$ cat src/rv_pkg.sv
// rv64i core package with widths, instruction encodings, csr addresses and fsm states
package rv_pkg;

  // widths that carry meaning across the core
  typedef logic [63:0] xlen_t;
  typedef logic [31:0] inst_t;
  typedef logic [4:0]  reg_idx_t;
  typedef logic [11:0] csr_addr_t;
  typedef logic [2:0]  itype_t;

  // instruction format classes
  localparam itype_t itype_none = 3'd0;
  localparam itype_t itype_r    = 3'd1;
  localparam itype_t itype_i    = 3'd2;
  localparam itype_t itype_s    = 3'd3;
  localparam itype_t itype_b    = 3'd4;
  localparam itype_t itype_u    = 3'd5;
  localparam itype_t itype_j    = 3'd6;

  // controller sequence, one instruction at a time
  typedef enum logic [2:0] {
    st_fetch,
    st_decode,
    st_execute,
    st_mem,
    st_writeback,
    st_halt
  } core_state_t;

  // major opcodes, inst[6:2] (the low two bits are always 2'b11)
  localparam logic [4:0] opcode_lui    = 5'b01101;
  localparam logic [4:0] opcode_auipc  = 5'b00101;
  localparam logic [4:0] opcode_jal    = 5'b11011;
  localparam logic [4:0] opcode_jalr   = 5'b11001;
  localparam logic [4:0] opcode_beq    = 5'b11000;
  localparam logic [4:0] opcode_load   = 5'b00000;
  localparam logic [4:0] opcode_store  = 5'b01000;
  localparam logic [4:0] opcode_op_imm = 5'b00100;
  localparam logic [4:0] opcode_op     = 5'b01100;
  localparam logic [4:0] opcode_system = 5'b11100;

  // funct3 codes for the supported subset
  localparam logic [2:0] funct3_add   = 3'b000;
  localparam logic [2:0] funct3_beq   = 3'b000;
  localparam logic [2:0] funct3_slli  = 3'b001;
  localparam logic [2:0] funct3_srli  = 3'b101;
  localparam logic [2:0] funct3_csrrs = 3'b010;
  localparam logic [2:0] funct3_ld    = 3'b011;
  localparam logic [2:0] funct3_sd    = 3'b011;

  // alu operation select
  localparam logic [1:0] alu_add  = 2'd0;
  localparam logic [1:0] alu_sll  = 2'd1;
  localparam logic [1:0] alu_srl  = 2'd2;
  localparam logic [1:0] alu_pass = 2'd3;

  // counter csrs and the halt encoding
  localparam csr_addr_t csr_mcycle   = 12'hB00;
  localparam csr_addr_t csr_minstret = 12'hB02;
  localparam inst_t     inst_ebreak  = 32'h0010_0073;

endpackage

$ cat src/core_ctrl.sv
// core_ctrl steps each instruction through the fsm and owns the pc and instruction registers
`timescale 1ns/1ns

module core_ctrl #(
  parameter rv_pkg::xlen_t reset_pc = 64'h8000_0000
) (
  input  logic          clk,
  input  logic          rst,
  input  rv_pkg::inst_t imem_rdata,
  input  rv_pkg::xlen_t next_pc,
  input  logic          mem_ren,
  input  logic          mem_wen,
  input  logic          rd_wen,
  input  logic          is_halt,
  output rv_pkg::inst_t inst,
  output rv_pkg::xlen_t pc,
  output rv_pkg::xlen_t imem_addr,
  output logic          imem_en,
  output logic          dmem_ren,
  output logic          dmem_wen,
  output logic          ex_en,
  output logic          wb_load,
  output logic          reg_wen,
  output logic          retire,
  output logic          halted
);
  import rv_pkg::*;

  core_state_t state;

  // imem_en is registered so it stays low through reset
  // st_fetch with imem_en low only happens on the first cycle out of reset
  always_ff @(posedge clk) begin
    if (rst) begin
      state   <= st_fetch;
      imem_en <= 1'b0;
      pc      <= reset_pc;
    end else begin
      case (state)
        st_fetch: begin
          if (imem_en) begin
            imem_en <= 1'b0;
            state   <= st_decode;
          end else begin
            imem_en <= 1'b1;
          end
        end
        st_decode:    state <= st_execute;
        st_execute:   state <= (mem_ren || mem_wen) ? st_mem : st_writeback;
        st_mem:       state <= st_writeback;
        st_writeback: begin
          pc <= next_pc;
          if (is_halt) begin
            state <= st_halt;
          end else begin
            // next fetch strobe lines up with the return to st_fetch
            state   <= st_fetch;
            imem_en <= 1'b1;
          end
        end
        st_halt:      state <= st_halt;
        default:      state <= st_fetch;
      endcase
    end
  end

  // fetched word is valid the cycle after imem_en
  always_ff @(posedge clk) begin
    if (state == st_decode) begin
      inst <= imem_rdata;
    end
  end

  assign imem_addr = pc;

  // single-cycle strobes derived from the state
  assign dmem_ren = (state == st_mem) && mem_ren;
  assign dmem_wen = (state == st_mem) && mem_wen;
  assign ex_en    = (state == st_execute);
  assign wb_load  = (state == st_writeback) && mem_ren;
  assign reg_wen  = (state == st_writeback) && rd_wen;
  assign retire   = (state == st_writeback);
  assign halted   = (state == st_halt);

endmodule

$ cat config.mk
export PLATFORM = sky130hd
export DESIGN_NAME = core_ctrl
export DESIGN_NICKNAME = d
export VERILOG_FILES = /design/src/rv_pkg.sv /design/src/core_ctrl.sv
export SDC_FILE = /design/constraint.sdc
export NUM_CORES = 1
export LEC_CHECK = 0
export BUFFER_PORTS_ARGS = -buffer_cell sky130_fd_sc_hd__buf_2
export CAP_MARGIN = 0
export CORE_MARGIN = 3
export CORE_UTILIZATION = 28
export DETAILED_ROUTE_END_ITERATION = 8
export SKIP_CTS_REPAIR_TIMING = 1
export SLEW_MARGIN = 10
export SYNTH_ARGS = -nofsm -noshare
export SYNTH_HDL_FRONTEND = slang
export SYNTH_SLANG_ARGS = --single-unit
$ cat constraint.sdc
create_clock -name clk -period 7.3 [get_ports clk]
set_input_delay 1.095 -clock clk [delete_from_list [all_inputs] [get_ports clk]]
set_output_delay 1.095 -clock clk [all_outputs]
set_load 0.01 [all_outputs]
==> impl_metrics.ini <==
[synthesis]
ys_seq_elements = 100
synth.distinct_cells = 26
post_synth_instance_area_sq_um = 3902
ys.flop_type = dfxtp_1
synthTopCellsByArea = dfxtp_1 (35%), edfxtp_1 (25%), buf_4 (13%)
yosys_warnings = 0
avgSynthCellArea_sq_um = 9.612
synth_seq_area_share_pct = 59.51
synth-edff-count = 32
netlist.area_leader.share_pct = 34.88
synthCells = 406
syn_nets = 508
async_reset_ff_share_pct = 0
synthTopCellsByCount = nand2_1 (130), dfxtp_1 (68), buf_4 (65)
yosysTopAreaCell = dfxtp_1
yosysMostFrequentCell = nand2_1

[sta]
rsz0062_at_grt = false
final.min_clock_period_ns = 3.963
slew_violations = 0
relSlewSlack_pct = 29.06
final-setup-viol-count = 0
finalHoldViolCount = 0
skew_ns = 0.005983
tightest_slew_ns = 1.062
fin_crit_sh_pct = 54.29
finalSetupTns_ns = 0
timing.fmax_ghz = 0.2523

[clock_tree]
clk_pin_slew_ns = 0.07
insertion_delay_ns = 0.34
htree_num_levels = 3
clk_path_buf_depth = 2
cts-root-buf = clkbuf_16
cts_num_sinks = 100
numCtsBuffers = 9
cts_tree = built

[min_path]
hold_path.class = flop to flop

[global_routing]
grt_overflow = 0
grt_pass1_wl_um = 14880
grt.total_usage_pct = 12.42
grt_pass1_vias = 2921
antenna_found_initial = 0
grt_max_degree = 68

[die]
die_h_um = 124.1
core_area_sq_um = 13450
rows = 42
num_io_pins = 270
die_x_um = 124.1
start_util_pct = 29.01
die_area_sq_um = 15390

[pwr]
p_per_area_nw_per_um2 = 280.8
leakage_nw = 2.488
vdd.ir_drop.worst_uv = 114.2

[flow_run]
cap_violations = 0

[run_status]
run_status = completed

[worst_setup_path]
end_kind = primary output
cp.arrival_ns = 2.87
max_stage_delay_ns = 0.87
cp_slowest_cell = inv_2
start_kind = flop
crit_required_ns = 6.20
path_cells = or3b_2, buf_4, inv_2, and2_1, buf_2
worstPathMaxFanout = 67
reg2reg_setup_slack_ns = 4.68
cp_top_family = buffers and inverters
crit_type = flop to primary output
path_buf_inv = 3

[route]
drt-vias-per-instance = 4.324
drt-pass1-iter-count = 4
ant_nets = 0
routedWlPerCell_um = 13.22
drt_iter0_markers = 179
routed_wl_um = 10330
vias = 3377
drc = 0

[final_layout]
fin_cells = 781
diodes = 0
drive_above_1_share_pct = 48.10
area_growth_pct = 32.86
layout.nets = 702

[place]
place_inst = 765
portBuffers = 269
hpwlAfterDp_um = 7676
gp_congestion = 0.7197
-- area by class of cell --
class	instances	area [sq um]
fill	1421	8268
sequential	100	2322
timing repair buffer	271	1364
multi-input combinational	216	958.4
clock buffer	9	225.2
tap	176	220.2
clock inverter	7	87.58
inverter	2	7.507
-- path summary, 6_finish.rpt --
kind / cells after the start / to / startpoint
hold reg to reg: 2 / imem_addr[13] / imem_addr[13]
setup reg to reg: 5 / imem_addr[23] / state[2]
setup / recovery: 5 / wb_load / state[2]
hold / removal: 2 / imem_addr[13] / imem_addr[13]
-- sequential cells by signal, summed over array words and instances, names as in the netlist --
signal     count
imem_addr     64
inst          32
state          3
imem_en        1
-- report_power, final --
| group | total, mW | switching [mW] | internal, mW |
|---|---|---|---|
| clock | 0.492 | 0.217 | 0.274 |
| combinational | 0.261 | 0.158 | 0.104 |
| sequential | 0.703 | 0.0382 | 0.665 |
| total | 1.46 | 0.413 | 1.04 |
-- cells by family (layout without fill, tap and decap cells) --
| kind of cell | after synthesis | after routing | synth area share (%) |
|---|---|---|---|
| simple gates | 145 | 145 | 14.91 |
| flops | 100 | 100 | 59.51 |
| buf+inv | 90 | 289 | 16.00 |
| compound gates | 71 | 71 | 9.586 |
-- worst min-delay path, cell delays in order (launching register included) --
cell	delay, ns
dfxtp_1	0.32
nand2_1	0.05
a21oi_1	0.05
-- cells in the final DEF (no fill, tap or decap), drive strengths merged --
cell type	n
buf	271
o31ai	1
o21ai	1
a211oi	2
nand2b	1
inv	6
and2	2
nor2b	1
nor2	3
nor4	1
clkbuf	9
nand3b	1
a21boi	1
or3b	2
a21oi	64
and3	3
nor3b	1
a2111o	1
o21bai	1
clkinv	2
bufinv	1
dfxtp	68
nand2	130
edfxtp	32
-- layer usage --
| layer | track usage (%) | vias up | wire length [um] |
|---|---|---|---|
| met4 | 3.901 | 0 | 121 |
| met3 | 3.588 | 7 | 896 |
| met5 | 0 | - | 0 |
| met2 | 21.89 | 166 | 5311 |
| li1 | - | 1648 | - |
| met1 | 14.54 | 1556 | 3996 |
-- metrics by stage --
step | cell area [sq um] | hold slack [ns] | util [%] | total power, mW | worst slack [ns]
finish | 5185 | 0.4644 | 38.54 | 1.456 | 3.337
global route | 5185 | 0.4900 | 38.54 | 1.542 | 3.060
CTS | 5182 | 0.4688 | 38.52 | 1.486 | 3.270
detailed placement | 4870 | 0.4584 | 36.20 | 0.9834 | 3.659
global placement | 4870 | 0.4490 | 36.20 | 0.9726 | 3.714
floorplan | 3902 | 0.4928 | - | 0.8690 | 4.871
Note: power is estimated with default switching activity, not from simulation.
