File: config.mk
export PLATFORM = sky130hd
export DESIGN_NAME = perf_counter
export DESIGN_NICKNAME = d
export VERILOG_FILES = /design/src/rv_pkg.sv /design/src/perf_counter.sv
export SDC_FILE = /design/constraint.sdc
export NUM_CORES = 1
export LEC_CHECK = 0
export BUFFER_PORTS_ARGS = -buffer_cell sky130_fd_sc_hd__buf_4
export CELL_PAD_IN_SITES_DETAIL_PLACEMENT = 0
export CELL_PAD_IN_SITES_GLOBAL_PLACEMENT = 1
export CORE_MARGIN = 5
export CORE_UTILIZATION = 44
export DETAILED_ROUTE_END_ITERATION = 16
export PLACE_DENSITY_LB_ADDON = 0.2
export SLEW_MARGIN = 15
export SYNTH_ARGS = -nofsm -noshare
export SYNTH_HDL_FRONTEND = slang
export SYNTH_SLANG_ARGS = --single-unit
File: constraint.sdc
create_clock -name clk -period 2.35 [get_ports clk]
set_input_delay 0.3525 -clock clk [delete_from_list [all_inputs] [get_ports clk]]
set_output_delay 0.3525 -clock clk [all_outputs]
set_load 0.02 [all_outputs]
File: src/rv_pkg.sv
// rv64i core package with widths, instruction encodings, csr addresses and fsm states
package rv_pkg;

  // widths that carry meaning across the core
  typedef logic [63:0] xlen_t;
  typedef logic [31:0] inst_t;
  typedef logic [4:0]  reg_idx_t;
  typedef logic [11:0] csr_addr_t;
  typedef logic [2:0]  itype_t;

  // instruction format classes
  localparam itype_t itype_none = 3'd0;
  localparam itype_t itype_r    = 3'd1;
  localparam itype_t itype_i    = 3'd2;
  localparam itype_t itype_s    = 3'd3;
  localparam itype_t itype_b    = 3'd4;
  localparam itype_t itype_u    = 3'd5;
  localparam itype_t itype_j    = 3'd6;

  // controller sequence, one instruction at a time
  typedef enum logic [2:0] {
    st_fetch,
    st_decode,
    st_execute,
    st_mem,
    st_writeback,
    st_halt
  } core_state_t;

  // major opcodes, inst[6:2] (the low two bits are always 2'b11)
  localparam logic [4:0] opcode_lui    = 5'b01101;
  localparam logic [4:0] opcode_auipc  = 5'b00101;
  localparam logic [4:0] opcode_jal    = 5'b11011;
  localparam logic [4:0] opcode_jalr   = 5'b11001;
  localparam logic [4:0] opcode_beq    = 5'b11000;
  localparam logic [4:0] opcode_load   = 5'b00000;
  localparam logic [4:0] opcode_store  = 5'b01000;
  localparam logic [4:0] opcode_op_imm = 5'b00100;
  localparam logic [4:0] opcode_op     = 5'b01100;
  localparam logic [4:0] opcode_system = 5'b11100;

  // funct3 codes for the supported subset
  localparam logic [2:0] funct3_add   = 3'b000;
  localparam logic [2:0] funct3_beq   = 3'b000;
  localparam logic [2:0] funct3_slli  = 3'b001;
  localparam logic [2:0] funct3_srli  = 3'b101;
  localparam logic [2:0] funct3_csrrs = 3'b010;
  localparam logic [2:0] funct3_ld    = 3'b011;
  localparam logic [2:0] funct3_sd    = 3'b011;

  // alu operation select
  localparam logic [1:0] alu_add  = 2'd0;
  localparam logic [1:0] alu_sll  = 2'd1;
  localparam logic [1:0] alu_srl  = 2'd2;
  localparam logic [1:0] alu_pass = 2'd3;

  // counter csrs and the halt encoding
  localparam csr_addr_t csr_mcycle   = 12'hB00;
  localparam csr_addr_t csr_minstret = 12'hB02;
  localparam inst_t     inst_ebreak  = 32'h0010_0073;

endpackage

File: src/perf_counter.sv
// perf_counter keeps the mcycle and minstret counters and serves csr reads of them
`timescale 1ns/1ns

module perf_counter #(
  parameter int counter_width = 64
) (
  input  logic              clk,
  input  logic              rst,
  input  logic              retire,
  input  rv_pkg::csr_addr_t csr_addr,
  output rv_pkg::xlen_t     csr_rdata
);
  import rv_pkg::*;

  logic [counter_width-1:0] mcycle;
  logic [counter_width-1:0] minstret;

  // mcycle free-runs, minstret follows retire pulses
  always_ff @(posedge clk) begin
    if (rst) begin
      mcycle   <= '0;
      minstret <= '0;
    end else begin
      mcycle <= mcycle + 1'b1;
      if (retire) begin
        minstret <= minstret + 1'b1;
      end
    end
  end

  // unknown csr addresses read as zero
  always_comb begin
    case (csr_addr)
      csr_mcycle:   csr_rdata = xlen_t'(mcycle);
      csr_minstret: csr_rdata = xlen_t'(minstret);
      default:      csr_rdata = '0;
    endcase
  end

endmodule

==> results of run 1 <==
==> cells by family (layout without fill, tap and decap cells) <==
logic type      Yosys count  count (layout)
fa+ha+maj                 2               2
buf+inv                  68             188
compound gates          102             102
mux                      66              66
simple gates            439             439
xor+xnor                 73              73
flops                   128             128
==> worst paths after layout <==
| kind | from | endpoint | slack [ps] | cells after the start |
|---|---|---|---|---|
| max reg2reg | mcycle[3] | mcycle[60] | 130 | 7 |
| min reg2reg | mcycle[0] | mcycle[0] | 470 | 1 |
| min | retire | minstret[29] | 290 | 3 |
| max | csr_addr[0] | csr_rdata[38] | -40 | 7 |
==> synth_stat cells (2+ instances only) <==
library cell	n
and4_1	20
o31ai_1	7
nor4_2	4
clkbuf_1	35
a21oi_1	50
nand2_1	40
and3_1	9
nand3b_1	2
and2_1	3
or4_1	13
nor2_1	151
xor2_1	38
mux2i_1	65
nor3_2	2
buf_2	6
o21ai_0	43
dfxtp_1	128
xnor2_1	35
nor3_1	17
nand3_1	44
nand4_1	61
nor2b_1	4
inv_1	19
ha_1	2
buf_1	8
or3_1	42
nand4b_1	2
nor4_1	18
==> registers in the layout, summed over array words and instances (netlist names) <==
register and count:
mcycle 64, minstret 64
==> repair_timing <==
| item | 4_1_cts | 5_1_grt |
|---|---|---|
| pin swaps | 0 | 1 |
| endpoints found under the setup margin | 64 | 21 |
| setup buffers | 0 | 1 |
| resized for setup | 5 | 10 |
| hold buffers | 0 | 0 |
| cloned | 1 | 1 |
==> critical path: stages <==
cell and delay (ps):
buf_4 120, nor4_2 300, nand4_1 130, or4b_4 590, clkbuf_16 230, nor2_1 150, buf_4 170
==> layout make-up <==
type	count	area, sq um	area share, %
Timing Repair Buffer	137	1120	12.5
Inverter	19	71.3	0.800
Tap cell	216	270	3.03
Multi-Input combinational cell	682	4260	47.8
Clock inverter	14	189	2.12
Clock buffer	18	439	4.93
Sequential cell	128	2560	28.8
==> power breakdown <==
| part | leakage (nW) | switching [mW] | internal (mW) | total (mW) |
|---|---|---|---|---|
| registers | 1.03 | 0.00885 | 2.18 | 2.19 |
| clock network | 0.302 | 1.04 | 1.80 | 2.84 |
| logic | 1.81 | 0.0917 | 0.0643 | 0.156 |
==> cells in the final DEF, fill, tap and decap left out, types with 2 or more instances in the layout <==
cell        instances
a21oi_1            50
and2_1              3
and3_1              9
and4_1             20
buf_12              4
buf_4             131
bufinv_16           4
clkbuf_16          18
clkinv_2            4
clkinv_4            2
clkinvlp_4          3
dfxtp_1           128
ha_1                2
inv_1              19
mux2i_1            65
nand2_1            39
nand3_1            44
nand3b_1            2
nand4_1            61
nand4b_1            2
nor2_1            143
nor2_2              8
nor2b_1             4
nor3_1             16
nor3_2              3
nor4_1             15
nor4_2              7
o21ai_0            43
o31ai_1             7
or3_1              42
or4_1              13
xnor2_1            35
xor2_1             38
==> through the flow <==
| step | setup TNS (ps) | util, % | worst slack [ps] |
|---|---|---|---|
| after floorplan | -1710 | - | -28.6 |
| after global placement | -3080 | 51.8 | -141 |
| after detailed placement | -3280 | 51.8 | -136 |
| after CTS | 0 | 56.1 | 47.8 |
| after global routing | -2770 | 56.5 | -69.3 |
| final | -198 | 56.5 | -44.8 |
==> per-layer routing <==
| layer | GRT usage [%] | vias to the layer above |
|---|---|---|
| met1 | 30.5 | 3307 |
| met4 | 8.45 | 0 |
| met3 | 5.18 | 43 |
| li1 | - | 3386 |
| met2 | 40.8 | 237 |
| met5 | 0 | - |
==> out/qor.yml, run 1 <==
routing:
  num_vias: 6973
  drt-wirelength-per-cell_um: 18.4
  route.detailed.drc: 0
  postRouteAntennaNets: 0
  drt-pass1-iter-count: 5
  avgViaCountPerCell: 5.74
  met3_length_mm: 1.42
  initialDrtViolationCount: 546
  met2WireLength_mm: 10.9
  drt-total-wl_mm: 22.3
  wl_met1_mm: 9.44
  highest_layer: "met4"
logic_synthesis:
  ys.flop_type: "dfxtp_1"
  synthTopCellsByArea: "dfxtp_1 36%, mux2i_1 9.2%, nor2_1 8.1%, nand4_1 5.4%, xor2_1 4.7%"
  synthAdderAreaFrac_pct: 0.356
  synth.ff_latch_count: 128
  synthDistinctLibCells: 38
  synth.area.mux_share_pct: 9.40
  synth-compound-area-share_pct: 7.63
  ys_seq_area_share_pct: 36.4
  syn_area_sq_mm: 0.00704
  synth_warnings: 0
  synth-xor-area-share_pct: 9.08
  synth_nets: 895
  synth-simple-area-share_pct: 33.4
  syn_avg_cell_area_sq_um: 8.02
  async_reset_ff_share_pct: 0
  synth_edf_count: 0
  syn_inst: 878
  synth_top_family_by_area: "simple AND/OR/NAND/NOR gates"
  yosys.area.top_type: "dfxtp_1"
  netlist.area_leader.share_pct: 36.4
global_route:
  grt.overflow.total: 0
  grt_max_degree: 76
  grt_usage_pct: 24.2
  grt_pass1_vias: 6682
  antenna_found_initial: 0
  grt_pass1_wl_mm: 35.0
floorplan:
  initial_core_util_pct: 44.6
  num_io_pins: 79
  core_area_sq_mm: 0.0158
  dieArea_sq_mm: 0.0186
  row_count: 46
  die_y_um: 136
  die_x_um: 136
final_layout:
  antenna_cells: 0
  nFillCells: 1488
  drive_gt1_share_pct: 19.6
  areaGrowthSynthToFinish_pct: 26.6
  fin_area_sq_mm: 0.00891
  layout.nets: 1002
  fin_cells: 1214
setup_path:
  critPathKind: "in -> out"
  startpoint_type: "input port"
  required_ps: 2000
  critPathArrivalTime_ps: 2040
  worst_setup_path_end_kind: "output port"
  critical_path.max_fanout: 16
run:
  drv_cap: 0
timing:
  slew_violations: 0
  fin_skew_ps: 10.4
  period_minus_slack_ps: 2390
  period_share_pct: 102
  hold_violations: 0
  setup_violations: 17
  fmax_mhz: 418
  worst_pin_slew_ps: 623
  setup_slack_ps: -44.8
  relSlewSlack_pct: 58.3
  holdWs_ps: 285
clock_network:
  clkTransAtPathRegs_ps: 60
  insertion_delay_ps: 430
  clock_path_buffers: 2
  cts_tree: "done"
  root_buffer: "clkbuf_16"
  cts_buffers: 17
  h-tree-depth: 4
  clkSinkCount: 128
placed_design:
  port_buffers: 78
  placed_cells: 1179
  globalplace.congestion: 0.876
  hpwl_mm: 16.1
  place_area_sq_mm: 0.00817
outcome:
  status: "complete, but fails checks"
  violations: "negative setup slack"
power_and_ir_drop:
  power_density_mw_per_mm2: 581
  p_leak_nw: 3.14
  ir_drop_v: 0.000532
  power.total_mw: 5.18
worst_hold_path:
  hold_path.class: "in -> reg"
No activity file was read; power rests on OpenSTA's default activity.
==> run 2, diff against run 1 <==
--- a/config.mk
+++ b/config.mk
@@ -12,6 +12,7 @@
 export CORE_UTILIZATION = 44
 export DETAILED_ROUTE_END_ITERATION = 16
 export PLACE_DENSITY_LB_ADDON = 0.2
+export RECOVER_POWER = 50
 export SLEW_MARGIN = 15
 export SYNTH_ARGS = -nofsm -noshare
 export SYNTH_HDL_FRONTEND = slang
==> run 2 against run 1 <==
Against the previous run:
- the flow still finishes with violations (negative setup slack)
- die area unchanged
- via count increased by 0.86%
- combinational power about the same
- critical path depth unchanged
==> out/qor.yml, run 2 (same netlist as run 1, synthesis figures left out) <==
timing:
  setup_violations: 29  # +12
  relSlewSlack_pct: 3.38  # -55 points
  period_share_pct: 102  # -0.35 points
  worst_pin_slew_ps: 1450  # +826 ps
  fmax_mhz: 419  # +0.35%
  period_minus_slack_ps: 2390  # -8.28 ps
  setup_slack_ps: -36.5  # +8.28 ps
  hold_violations: 0  # unchanged
  tns_ps: -388  # -190 ps
  slew_violations: 0  # unchanged
  fin_skew_ps: 10.2  # -0.154 ps
setup_path:
  required_ps: 2000  # about the same
  worstPathCellList: "buf_4 -> nor4_2 -> nand4_1 -> or4b_4 -> clkbuf_16 -> nor2_1 -> buf_4"
  critPathKind: "in -> out"
  critPathMostFrequentCell: "buf_4"
  cpPeakStageDelay_ps: 590  # about the same
  crit_family: "simple AND/OR/NAND/NOR gates"
  startpoint_type: "input port"
  worst_setup_path_end_kind: "output port"
  critPathArrivalTime_ps: 2030  # about the same
  path_buf_inv: 3  # unchanged
  r2r_cells: 7  # unchanged
  worstReg2RegStart: "mcycle[3]"
  reg2reg_slack_ps: 110  # -20 ps
  cp_slowest_cell: "or4b_4"
  r2r_end: "mcycle[58]"
  critical_path.max_fanout: 16  # unchanged
final_layout:
  layout_common_cells: "143 x nor2_1, 128 x dfxtp_1, 119 x buf_4"
  reg_top3: "mcycle: 64 flops, minstret: 64 flops"
  antenna_cells: 0  # unchanged
  areaGrowthSynthToFinish_pct: 26.0
  fin_area_sq_mm: 0.00887  # -0.51%
  layout.nets: 1002  # unchanged
  post-route-util_pct: 56.2  # -0.29 points
  layout_commonest_cell: "nor2_1"
  drive_gt1_share_pct: 18.6  # -1.0 points
  nFillCells: 1503  # +1.0%
  fin_cells: 1214  # unchanged
global_route:
  grt.overflow.total: 0  # unchanged
  grt_max_degree: 76  # unchanged
  grt_usage_pct: 24.2  # unchanged
  grt_pass1_vias: 6682  # unchanged
  antenna_found_initial: 0  # unchanged
  grt_pass1_wl_mm: 35.0  # unchanged
routing:
  drt-wirelength-per-cell_um: 18.5  # +0.75%
  route.detailed.drc: 0  # unchanged
  num_vias: 7033  # +0.86%
  initialDrtViolationCount: 602  # +10%
  drt-total-wl_mm: 22.4  # +0.75%
  avgViaCountPerCell: 5.79  # +0.86%
  drt-pass1-iter-count: 7  # +2
  postRouteAntennaNets: 0  # unchanged
worst_hold_path:
  min_path_cells: 3  # unchanged
  min_to: "minstret[29]"
  hold_start: "retire"
  hold_path.class: "in -> reg"
clock_network:
  clkTransAtPathRegs_ps: 60  # about the same
  insertion_delay_ps: 430  # about the same
  root_buffer: "clkbuf_16"
  clock_path_buffers: 2  # unchanged
  h-tree-depth: 4  # unchanged
  cts_tree: "done"
  cts_buffers: 17  # unchanged
  clkSinkCount: 128  # unchanged
placed_design:
  hpwl_mm: 16.1  # unchanged
  port_buffers: 78  # unchanged
  pre_cts_ws_ps: -136  # unchanged
  placed_cells: 1179  # unchanged
  globalplace.congestion: 0.876  # unchanged
  place_area_sq_mm: 0.00817  # unchanged
power_and_ir_drop:
  ir_drop_v: 0.000534  # +0.36%
  p_leak_nw: 3.10  # -1.2%
  power_density_mw_per_mm2: 585  # +0.55%
outcome:
  violations: "negative setup slack"
  status: "complete, but fails checks"
floorplan:
  num_io_pins: 79  # unchanged
  core_area_sq_mm: 0.0158  # unchanged
  die_y_um: 136  # unchanged
  initial_core_util_pct: 44.6  # unchanged
  row_count: 46  # unchanged
  die_x_um: 136  # unchanged
  dieArea_sq_mm: 0.0186  # unchanged
run:
  drv_cap: 0  # unchanged
-- run 2: metrics by stage --
step / power [mW] / hold WS [ps]
2_1_floorplan: 2.33 / 436
3_3_place_gp: 2.38 / 452
3_5_place_dp: 2.39 / 465
4_1_cts: 5.20 / 275
5_1_grt: 5.33 / 289
6_report: 5.18 / 286
-- run 2: where the power goes --
group	internal (mW)	switching [mW]	total, mW
clock	1.80	1.04	2.84
sequential	2.18	0.00887	2.19
combinational	0.0630	0.0921	0.155
total	4.04	1.14	5.18
-- run 2: worst max-delay path by stage --
stage                         end  cells after the start  slack [ps]        start
finish              csr_rdata[10]                      7         -40  csr_addr[0]
global route        csr_rdata[39]                      7         -70  csr_addr[0]
CTS                 csr_rdata[53]                      7          50  csr_addr[0]
detailed placement  csr_rdata[24]                      7        -140  csr_addr[0]
global placement    csr_rdata[29]                      7        -140  csr_addr[0]
floorplan           csr_rdata[14]                      6         -30  csr_addr[0]
-- run 2: worst reg2reg max path, stage by stage, from the launching register on --
cell and delay, ps:
dfxtp_1 430, nand4_1 330, nor3_2 390, buf_4 210, nand4_1 90, buf_4 210
or3_1 370, a21oi_1 140
-- run 2: cell type report --
class                           count  area (sq um)  share of cell area [%]
Tap cell                          216           270                    3.05
Sequential cell                   128          2560                    28.9
Clock inverter                     14           189                    2.13
Inverter                           19          71.3                   0.804
Clock buffer                       18           439                    4.95
Multi-Input combinational cell    682          4260                    48.0
Timing Repair Buffer              137          1070                    12.1
-- run 2: what timing repair did --
action	in CTS	in global routing
gates cloned	1	1
hold buffers	0	0
pin swaps	0	1
resized for setup	5	10
setup endpoints to repair	64	21
setup buffers	0	1
-- run 2: routing by layer --
metal / track usage [%] / routed length, um / vias to the layer above
met5: 0 / 0 / -
met4: 8.45 / 515 / 0
met3: 5.18 / 1330 / 41
met2: 40.8 / 10900 / 237
met1: 30.5 / 9650 / 3370
li1: - / - / 3385
