[src/rv_pkg.sv]
// rv64i core package with widths, instruction encodings, csr addresses and fsm states
package rv_pkg;

  // widths that carry meaning across the core
  typedef logic [63:0] xlen_t;
  typedef logic [31:0] inst_t;
  typedef logic [4:0]  reg_idx_t;
  typedef logic [11:0] csr_addr_t;
  typedef logic [2:0]  itype_t;

  // instruction format classes
  localparam itype_t itype_none = 3'd0;
  localparam itype_t itype_r    = 3'd1;
  localparam itype_t itype_i    = 3'd2;
  localparam itype_t itype_s    = 3'd3;
  localparam itype_t itype_b    = 3'd4;
  localparam itype_t itype_u    = 3'd5;
  localparam itype_t itype_j    = 3'd6;

  // controller sequence, one instruction at a time
  typedef enum logic [2:0] {
    st_fetch,
    st_decode,
    st_execute,
    st_mem,
    st_writeback,
    st_halt
  } core_state_t;

  // major opcodes, inst[6:2] (the low two bits are always 2'b11)
  localparam logic [4:0] opcode_lui    = 5'b01101;
  localparam logic [4:0] opcode_auipc  = 5'b00101;
  localparam logic [4:0] opcode_jal    = 5'b11011;
  localparam logic [4:0] opcode_jalr   = 5'b11001;
  localparam logic [4:0] opcode_beq    = 5'b11000;
  localparam logic [4:0] opcode_load   = 5'b00000;
  localparam logic [4:0] opcode_store  = 5'b01000;
  localparam logic [4:0] opcode_op_imm = 5'b00100;
  localparam logic [4:0] opcode_op     = 5'b01100;
  localparam logic [4:0] opcode_system = 5'b11100;

  // funct3 codes for the supported subset
  localparam logic [2:0] funct3_add   = 3'b000;
  localparam logic [2:0] funct3_beq   = 3'b000;
  localparam logic [2:0] funct3_slli  = 3'b001;
  localparam logic [2:0] funct3_srli  = 3'b101;
  localparam logic [2:0] funct3_csrrs = 3'b010;
  localparam logic [2:0] funct3_ld    = 3'b011;
  localparam logic [2:0] funct3_sd    = 3'b011;

  // alu operation select
  localparam logic [1:0] alu_add  = 2'd0;
  localparam logic [1:0] alu_sll  = 2'd1;
  localparam logic [1:0] alu_srl  = 2'd2;
  localparam logic [1:0] alu_pass = 2'd3;

  // counter csrs and the halt encoding
  localparam csr_addr_t csr_mcycle   = 12'hB00;
  localparam csr_addr_t csr_minstret = 12'hB02;
  localparam inst_t     inst_ebreak  = 32'h0010_0073;

endpackage

[src/id_stage.sv]
// id_stage decodes the latched instruction into operands, targets and control strobes
`timescale 1ns/1ns

module id_stage (
  input  rv_pkg::inst_t     inst,
  input  rv_pkg::xlen_t     rs1_data,
  input  rv_pkg::xlen_t     rs2_data,
  input  rv_pkg::xlen_t     pc,
  input  rv_pkg::xlen_t     csr_rdata,
  output rv_pkg::reg_idx_t  rs1,
  output rv_pkg::reg_idx_t  rs2,
  output rv_pkg::reg_idx_t  rd,
  output logic              rd_wen,
  output logic              mem_ren,
  output logic              mem_wen,
  output logic              is_branch,
  output logic              is_jalr,
  output logic              is_halt,
  output rv_pkg::xlen_t     mem_addr,
  output rv_pkg::xlen_t     mem_wdata,
  output rv_pkg::xlen_t     op1,
  output rv_pkg::xlen_t     op2,
  output rv_pkg::xlen_t     t1,
  output rv_pkg::csr_addr_t csr_addr,
  output logic              csr_ren,
  output rv_pkg::itype_t    itype,
  output logic [1:0]        alu_sel
);
  import rv_pkg::*;

  logic [4:0] opcode;
  logic [2:0] funct3;
  logic [6:0] funct7;
  logic [5:0] shamt;
  xlen_t      imm_i;
  xlen_t      imm_s;
  xlen_t      imm_b;
  xlen_t      imm_u;
  xlen_t      imm_j;
  xlen_t      imm;
  xlen_t      pc_plus4;

  // instruction fields
  assign opcode = inst[6:2];
  assign funct3 = inst[14:12];
  assign funct7 = inst[31:25];
  assign rd     = inst[11:7];
  assign rs1    = inst[19:15];
  assign rs2    = inst[24:20];
  // rv64 shifts take six bits of shamt
  assign shamt  = inst[25:20];

  // sign-extended immediates per format
  assign imm_i = {{52{inst[31]}}, inst[31:20]};
  assign imm_s = {{52{inst[31]}}, inst[31:25], inst[11:7]};
  assign imm_b = {{52{inst[31]}}, inst[7], inst[30:25], inst[11:8], 1'b0};
  assign imm_u = {{32{inst[31]}}, inst[31:12], 12'b0};
  assign imm_j = {{44{inst[31]}}, inst[19:12], inst[20], inst[30:21], 1'b0};

  assign pc_plus4 = pc + 64'd4;

  // format class from the major opcode
  always_comb begin
    case (opcode)
      opcode_lui, opcode_auipc:                  itype = itype_u;
      opcode_jal:                                itype = itype_j;
      opcode_jalr, opcode_load, opcode_op_imm:   itype = itype_i;
      opcode_system:                             itype = itype_i;
      opcode_beq:                                itype = itype_b;
      opcode_store:                              itype = itype_s;
      opcode_op:                                 itype = itype_r;
      default:                                   itype = itype_none;
    endcase
  end

  // r-type and unknown formats carry no immediate
  always_comb begin
    case (itype)
      itype_i: imm = imm_i;
      itype_s: imm = imm_s;
      itype_b: imm = imm_b;
      itype_u: imm = imm_u;
      itype_j: imm = imm_j;
      default: imm = '0;
    endcase
  end

  // operand select and controls, anything unrecognised falls through as a nop
  always_comb begin
    rd_wen    = 1'b0;
    mem_ren   = 1'b0;
    mem_wen   = 1'b0;
    is_branch = 1'b0;
    csr_ren   = 1'b0;
    alu_sel   = alu_add;
    op1       = rs1_data;
    op2       = imm;
    // default target is the next sequential pc
    t1        = pc_plus4;
    case (opcode)
      opcode_lui: begin
        rd_wen  = 1'b1;
        op1     = imm;
        alu_sel = alu_pass;
      end
      opcode_auipc: begin
        rd_wen = 1'b1;
        op1    = pc;
      end
      opcode_jal: begin
        // link value rides on op1
        rd_wen  = 1'b1;
        op1     = pc_plus4;
        alu_sel = alu_pass;
        t1      = pc + imm;
      end
      opcode_jalr: begin
        rd_wen  = 1'b1;
        op1     = pc_plus4;
        alu_sel = alu_pass;
        t1      = rs1_data + imm;
      end
      opcode_beq: begin
        if (funct3 == funct3_beq) begin
          is_branch = 1'b1;
          op2       = rs2_data;
          t1        = pc + imm;
        end
      end
      opcode_load: begin
        if (funct3 == funct3_ld) begin
          mem_ren = 1'b1;
          rd_wen  = 1'b1;
        end
      end
      opcode_store: begin
        mem_wen = (funct3 == funct3_sd);
      end
      opcode_op_imm: begin
        if (funct3 == funct3_add) begin
          rd_wen = 1'b1;
        end else if (funct3 == funct3_slli && funct7[6:1] == 6'd0) begin
          rd_wen  = 1'b1;
          op2     = {58'd0, shamt};
          alu_sel = alu_sll;
        end else if (funct3 == funct3_srli && funct7[6:1] == 6'd0) begin
          rd_wen  = 1'b1;
          op2     = {58'd0, shamt};
          alu_sel = alu_srl;
        end
      end
      opcode_op: begin
        if (funct3 == funct3_add && funct7 == 7'd0) begin
          rd_wen = 1'b1;
          op2    = rs2_data;
        end
      end
      opcode_system: begin
        // only the read-only csrrs form, rs1 = x0
        if (funct3 == funct3_csrrs && rs1 == 5'd0) begin
          csr_ren = 1'b1;
          rd_wen  = 1'b1;
          op1     = csr_rdata;
          alu_sel = alu_pass;
        end
      end
      default: begin
      end
    endcase
  end

  assign is_jalr = (opcode == opcode_jalr);
  assign is_halt = (inst == inst_ebreak);

  // ld/sd address, the store data is always rs2
  assign mem_addr  = rs1_data + imm;
  assign mem_wdata = rs2_data;

  assign csr_addr = csr_ren ? inst[31:20] : '0;

endmodule

[config.mk]
export PLATFORM = sky130hd
export DESIGN_NAME = id_stage
export DESIGN_NICKNAME = d
export VERILOG_FILES = /design/src/rv_pkg.sv /design/src/id_stage.sv
export SDC_FILE = /design/constraint.sdc
export NUM_CORES = 1
export LEC_CHECK = 0
export BUFFER_PORTS_ARGS = -buffer_cell sky130_fd_sc_hd__clkbuf_2
export CORE_AREA = 3 3 253 255
export DETAILED_ROUTE_END_ITERATION = 8
export DIE_AREA = 0 0 256 258
export MAX_ROUTING_LAYER = met4
export PLACE_DENSITY_LB_ADDON = 0.12
export SLEW_MARGIN = 15
export SYNTH_ARGS = -nofsm -noshare
export SYNTH_HDL_FRONTEND = slang
export SYNTH_SLANG_ARGS = --single-unit
[constraint.sdc]
create_clock -name vclk -period 7.4
set_input_delay 0.37 -clock vclk [all_inputs]
set_output_delay 0.37 -clock vclk [all_outputs]
set_load 0.05 [all_outputs]
==> run metrics, run 1 <==
post-synth top area cell ha_1; Nets 3245; first-pass GRT wire length 151 mm; Avg WL per Cell 29.4 um; initial antenna violation count 13; arrival time worst endpoint 6.72 ns; Area Growth Syn to Fin 24.3%; worst hold path type in2out; syn nets 2793; Placer Congestion 1.01; setup_tns 0 ns; max_cap viols 0; post-synthesis instance total 2360; hold slack 1.06 ns; port buffer count 647; Slew @ Worst Pin 1.12 ns; crit path kind in2out; Synth top cells by count nand2_1, a21oi_1, nor2_1, ha_1, clkbuf_1; vias post-DR 20800; Total Wirelength 107 mm; Rows 91; core footprint 61800 sq um; Peak Freq 0.141 GHz; post-CTS setup buffers 0; VDD IR max 0.0843 mV; Synth top area share 12.3%; Crit. End Element output pin; Pre-Repair DR Iteration Count 6; largest fanout on the critical path 13; drt first-iter violations 2326; Routed Antenna Nets 0; Ys Warns 0; Pwr per Cell Area 130 nW/um^2; die area 66000 sq um; Total Routing Usage GR 31.4%; Die Ht 258 um; post-synth cell types 81; fin worst setup slack 0.308 ns; Hold-fix buffers, CTS 0; register area share after synthesis 0%; vias in the first global route 20000; Horiz. Die Dim 256 um; Critical Path RT 7.03 ns; final non-filler cell total 3657; synthesized cell area 14500 sq um; vias per inst 5.70; largest cells by area after synthesis ha_1, a21oi_1, nand2_1, nor2_1, xnor2_1; Critical Path Source Type input port; CTS resizes 0; worst rel slew slack 25.6%; final worst-path cycle share 95.8%; final setup violation count 0; hold path cells 2; Seq Cell Count 0; Placed Cells 3647; WHS Endpoint mem_wdata[34]; Initial Utilization 23.5%; largest net degree at the start of global routing 71; register area 0 sq um; Final Hold Viols 0; most used standard cell by instance count after synthesis nand2_1; fin. max-slew vios 0; P_leak 0.00913 uW; outcome finished, final reports clean; DRC Markers 0; filler instances 7134; Synth Area per Inst 6.16 sq um; dpl ws 0.211 ns; min cycle time layout 7.09 ns; hold_sp rs2_data[34]; clk_buf instances 0; grt ovf 0; RSZ-0062 raised after global routing false; top-level I/O count 647; layout cell share with drive strength beyond 1 25.8%; DP Wirelength 89.4 mm
where the power goes:
part | internal (uW) | switching (uW) | leakage, uW
combinational | 588 | 1770 | 0.00913
clock | 0.000181 | 0 | 0.0000000634
sequential | 0 | 0 | 0
total | 588 | 1770 | 0.00913
cell type report:
class                           instances  area, sq um  share of cell area [%]
Timing Repair Buffer                  686         3560                    19.7
Inverter                               51          191                    1.06
Multi-Input combinational cell       2073        13300                    73.3
Tap cell                              837         1050                    5.79
Antenna cell                           10         25.0                   0.138
layer usage:
layer | GRT usage, % | share of wire (%) | wire length, um | up-vias
li1 | - | - | - | 9545
met5 | - | 0 | 0 | -
met2 | 49.4 | 45 | 47900 | 1023
met4 | 3.25 | 1.3 | 1350 | 0
met1 | 44.8 | 47 | 50900 | 10200
met3 | 3.05 | 6.8 | 7280 | 63
cell usage in the layout (no fill, tap or decap), types with 20 or more instances in the layout:
master    Yosys  layout
buf_4        79      37
o21bai_1     23      23
o221ai_1     28      28
o21ai_1      30      27
xnor2_1     101     101
clkbuf_2      0     647
a21oi_1     279     276
a22oi_1      24      24
and3_1       43      40
and2_1       20      20
inv_1        49      47
nor3_1       46      46
o21ai_0     138     138
a221oi_1     22      22
nor2_1      243     239
xor2_1       78      78
nand3_1      61      60
a211oi_1     20      20
ha_1        143     143
a21o_1      106     106
nand2_1     306     305
a31oi_1      38      38
nand4_1      52      52
nand2b_1     20      20
worst max path at each step:
stage / endpoint / from / slack, ns
floorplan: t1[48] / inst[3] / 0.26
global placement: t1[52] / inst[3] / 0.27
detailed placement: t1[52] / inst[2] / 0.21
CTS: t1[52] / inst[2] / 0.18
global route: t1[52] / inst[2] / 0.002
finish: t1[52] / inst[2] / 0.31
cell families after synthesis:
kind of cell / count (synthesis) / share of synthesized area [%]
AND/OR/NAND/NOR: 866 / 27.6
AO/OA/AOI/OAI: 865 / 38.3
buffers and inverters: 287 / 9.52
XOR/XNOR: 179 / 10.8
adder cells (fa/ha/maj): 145 / 12.6
multiplexers: 18 / 1.24
critical path, cell delays in order:
cell	delay [ns]
clkbuf_2	0.14
inv_1	0.06
ha_1	0.40
nand2b_1	0.15
a21oi_1	0.09
a21oi_1	0.42
inv_2	0.08
or3_1	0.38
a21oi_1	0.17
buf_4	0.19
a21o_1	0.42
ha_1	0.35
nand2_1	0.12
nor4_1	0.44
o311ai_1	0.29
nand3_1	0.25
a41oi_1	0.36
o31ai_1	0.66
a221oi_1	0.23
o31a_1	0.39
xor2_1	0.19
o221ai_1	0.22
clkbuf_2	0.33
metrics by stage:
stage / area (sq um) / power (uW) / utilization, %
2_1_floorplan: 14500 / 1570 / -
6_report: 18100 / 2350 / 29.2
5_1_grt: 18100 / 2470 / 29.2
3_3_place_gp: 18000 / 2330 / 29.2
4_1_cts: 18000 / 2330 / 29.2
3_5_place_dp: 18000 / 2320 / 29.2
No activity file was read; power rests on OpenSTA's default activity.
==> run 2, diff against run 1 <==
CAP_MARGIN = 20   (was unset)
SETUP_SLACK_MARGIN = 0.2   (was unset)
clock period = 5.7 ns   (was 7.4 ns; I/O delays follow)
==> run 2 against run 1 <==
  * Count of clock-buffer cells in the layout unchanged
  * Combinational power rose by 63%
  * Largest cell class unchanged
  * Via count rose by 6.1%
  * Cell count is 8.3% higher
  * Sequential share of layout area did not move
  * Non-clock buffer count increased by 301
  * Flip-flop and latch count unchanged
  * Critical path depth rose by 3
==> run metrics, run 2 (synthesis gave the netlist of run 1 again) <==
outcome finished, final reports clean (unchanged); drt first-iter violations 1845 (was 2326); Initial Utilization 23.5% (unchanged); internal cell power 1320 uW (was 588 uW); port buffer count 647 (unchanged); Hold-fix buffers, CTS 0 (unchanged); Final Hold Viols 0 (unchanged); hold path cells 2 (unchanged); Peak Freq 0.181 GHz; grt ovf 0 (unchanged); die area 66000 sq um (unchanged); largest net degree at the start of global routing 65 (was 71); Pwr per Cell Area 168 nW/um^2 (was 130 nW/um^2); fin. max-slew vios 0 (unchanged); register area 0 sq um (unchanged); crit path kind in2out (unchanged); worst hold path type in2out (unchanged); Nets 3546 (was 3245); clk_buf instances 0 (unchanged); Area Growth Syn to Fin 56.0% (was 24.3%); RSZ-0062 raised after global routing true (was false); Placer Congestion 1.03 (was 1.01); Total Routing Usage GR 33.6% (was 31.4%); most frequent cells in the layout clkbuf_2, buf_4, nand2_1 (was clkbuf_2, nand2_1, a21oi_1); Horiz. Die Dim 256 um (unchanged); final setup violation count 0 (unchanged); layout cell share with drive strength beyond 1 38.9% (was 25.8%); Avg WL per Cell 29.3 um (was 29.4 um); sequential power share 0% (about the same); hold_sp rs2_data[63] (was rs2_data[34]); max_cap viols 0 (unchanged); final worst-path cycle share 96.8%; vias post-DR 22100 (was 20800); setup_tns 0 ns (unchanged); Combinational Power Share 100.0% (about the same); Routed Antenna Nets 0 (unchanged); Net Sw Frac 65.5% (was 75.0%); DP Wirelength 98.1 mm (was 89.4 mm); arrival time worst endpoint 5.23 ns (was 6.72 ns); P_leak 0.0112 uW (was 0.00913 uW); Seq Cell Count 0 (unchanged); clock share of power 0% (about the same); core footprint 61800 sq um (unchanged); Die Ht 258 um (unchanged); top-level I/O count 647 (unchanged); initial antenna violation count 19 (was 13); Critical Path Source Type input port (unchanged); post-route cell area 22700 sq um (was 18100 sq um); Pre-Repair DR Iteration Count 6 (unchanged); Total Wirelength 116 mm (was 107 mm); final non-filler cell total 3960 (was 3657); DRC Markers 0 (unchanged); Slew @ Worst Pin 1.12 ns (about the same); Placed Cells 3903 (was 3647); vias in the first global route 21200 (was 20000); largest fanout on the critical path 12 (was 13); vias per inst 5.58 (was 5.70); WHS Endpoint mem_wdata[63] (was mem_wdata[34]); min cycle time layout 5.51 ns; Critical Path RT 5.41 ns (was 7.03 ns); Crit. End Element output pin (unchanged); Switching Power 2500 uW (was 1770 uW); dpl ws -0.571 ns (was 0.211 ns); worst rel slew slack 25.5% (was 25.6%); first-pass GRT wire length 159 mm (was 151 mm); VDD IR max 0.113 mV (was 0.0843 mV); fin worst setup slack 0.185 ns (was 0.308 ns); most common cell after layout, fill and taps aside clkbuf_2 (unchanged); placed inst area 21400 sq um (was 18000 sq um); Rows 91 (unchanged)
==> run 2: repair_timing <==
item                       CTS  global route
gates resized for setup     70           137
pin swaps                   16            63
gates cloned                 0             2
hold endpoints to repair     0             0
setup endpoints to repair   27            42
setup buffers                2            41
==> run 2: through the flow <==
step	utilization, %	total power (uW)	hold slack [ns]
floorplan	-	2130	0.737
CTS	35.1	3680	0.887
global placement	34.6	3640	0.886
global route	36.7	3980	0.891
finish	36.7	3820	0.887
detailed placement	34.6	3620	0.887
==> run 2: final cells by class <==
cell class | count | area [sq um]
multi-input cells | 2073 | 14600
well taps | 837 | 1050
fillers | 6891 | 39100
inverters | 51 | 223
repair buffers | 987 | 6820
diodes | 12 | 30.0
==> run 2: critical path, cell delays in order <==
cell	delay (ns)
buf_12	0.12
ha_4	0.16
o211ai_1	0.29
a21oi_4	0.13
buf_4	0.16
and3_4	0.15
buf_12	0.14
o21ai_4	0.26
clkinvlp_4	0.27
clkbuf_16	0.22
buf_6	0.15
ha_4	0.31
nand2_2	0.07
o211ai_1	0.42
a21oi_2	0.14
nor4_2	0.25
buf_4	0.19
o311ai_4	0.10
buf_6	0.15
a211oi_1	0.19
buf_4	0.18
nor2_2	0.05
o221ai_2	0.17
xor2_1	0.10
a221o_2	0.38
buf_8	0.16
==> run 2: worst max-delay path by stage <==
stage / slack, ns / from / to / cells after the start
after floorplan: -0.31 / inst[3] / t1[57] / 22
after global placement: -0.58 / inst[3] / t1[62] / 24
after detailed placement: -0.57 / inst[3] / t1[62] / 24
after CTS: 0.12 / inst[2] / t1[62] / 27
after global routing: 0.08 / inst[5] / t1[62] / 24
final: 0.19 / inst[2] / t1[62] / 26
==> run 2: per-layer routing <==
layer / track usage, % / up-vias / wire length (um)
met2: 57.7 / 997 / 56500
met3: 4.42 / 132 / 6370
met5: - / - / 0
met1: 41.4 / 10800 / 49400
li1: - / 10200 / -
met4: 8.85 / 0 / 3830
==> run 2: power groups by stage <==
stage	sequential (uW)	clock, uW	combinational, uW
3_3_place_gp	0	0	3640
6_report	0	0.000160	3820
5_1_grt	0	0.000163	3980
3_5_place_dp	0	0	3620
2_1_floorplan	0	0	2130
4_1_cts	0	0	3680
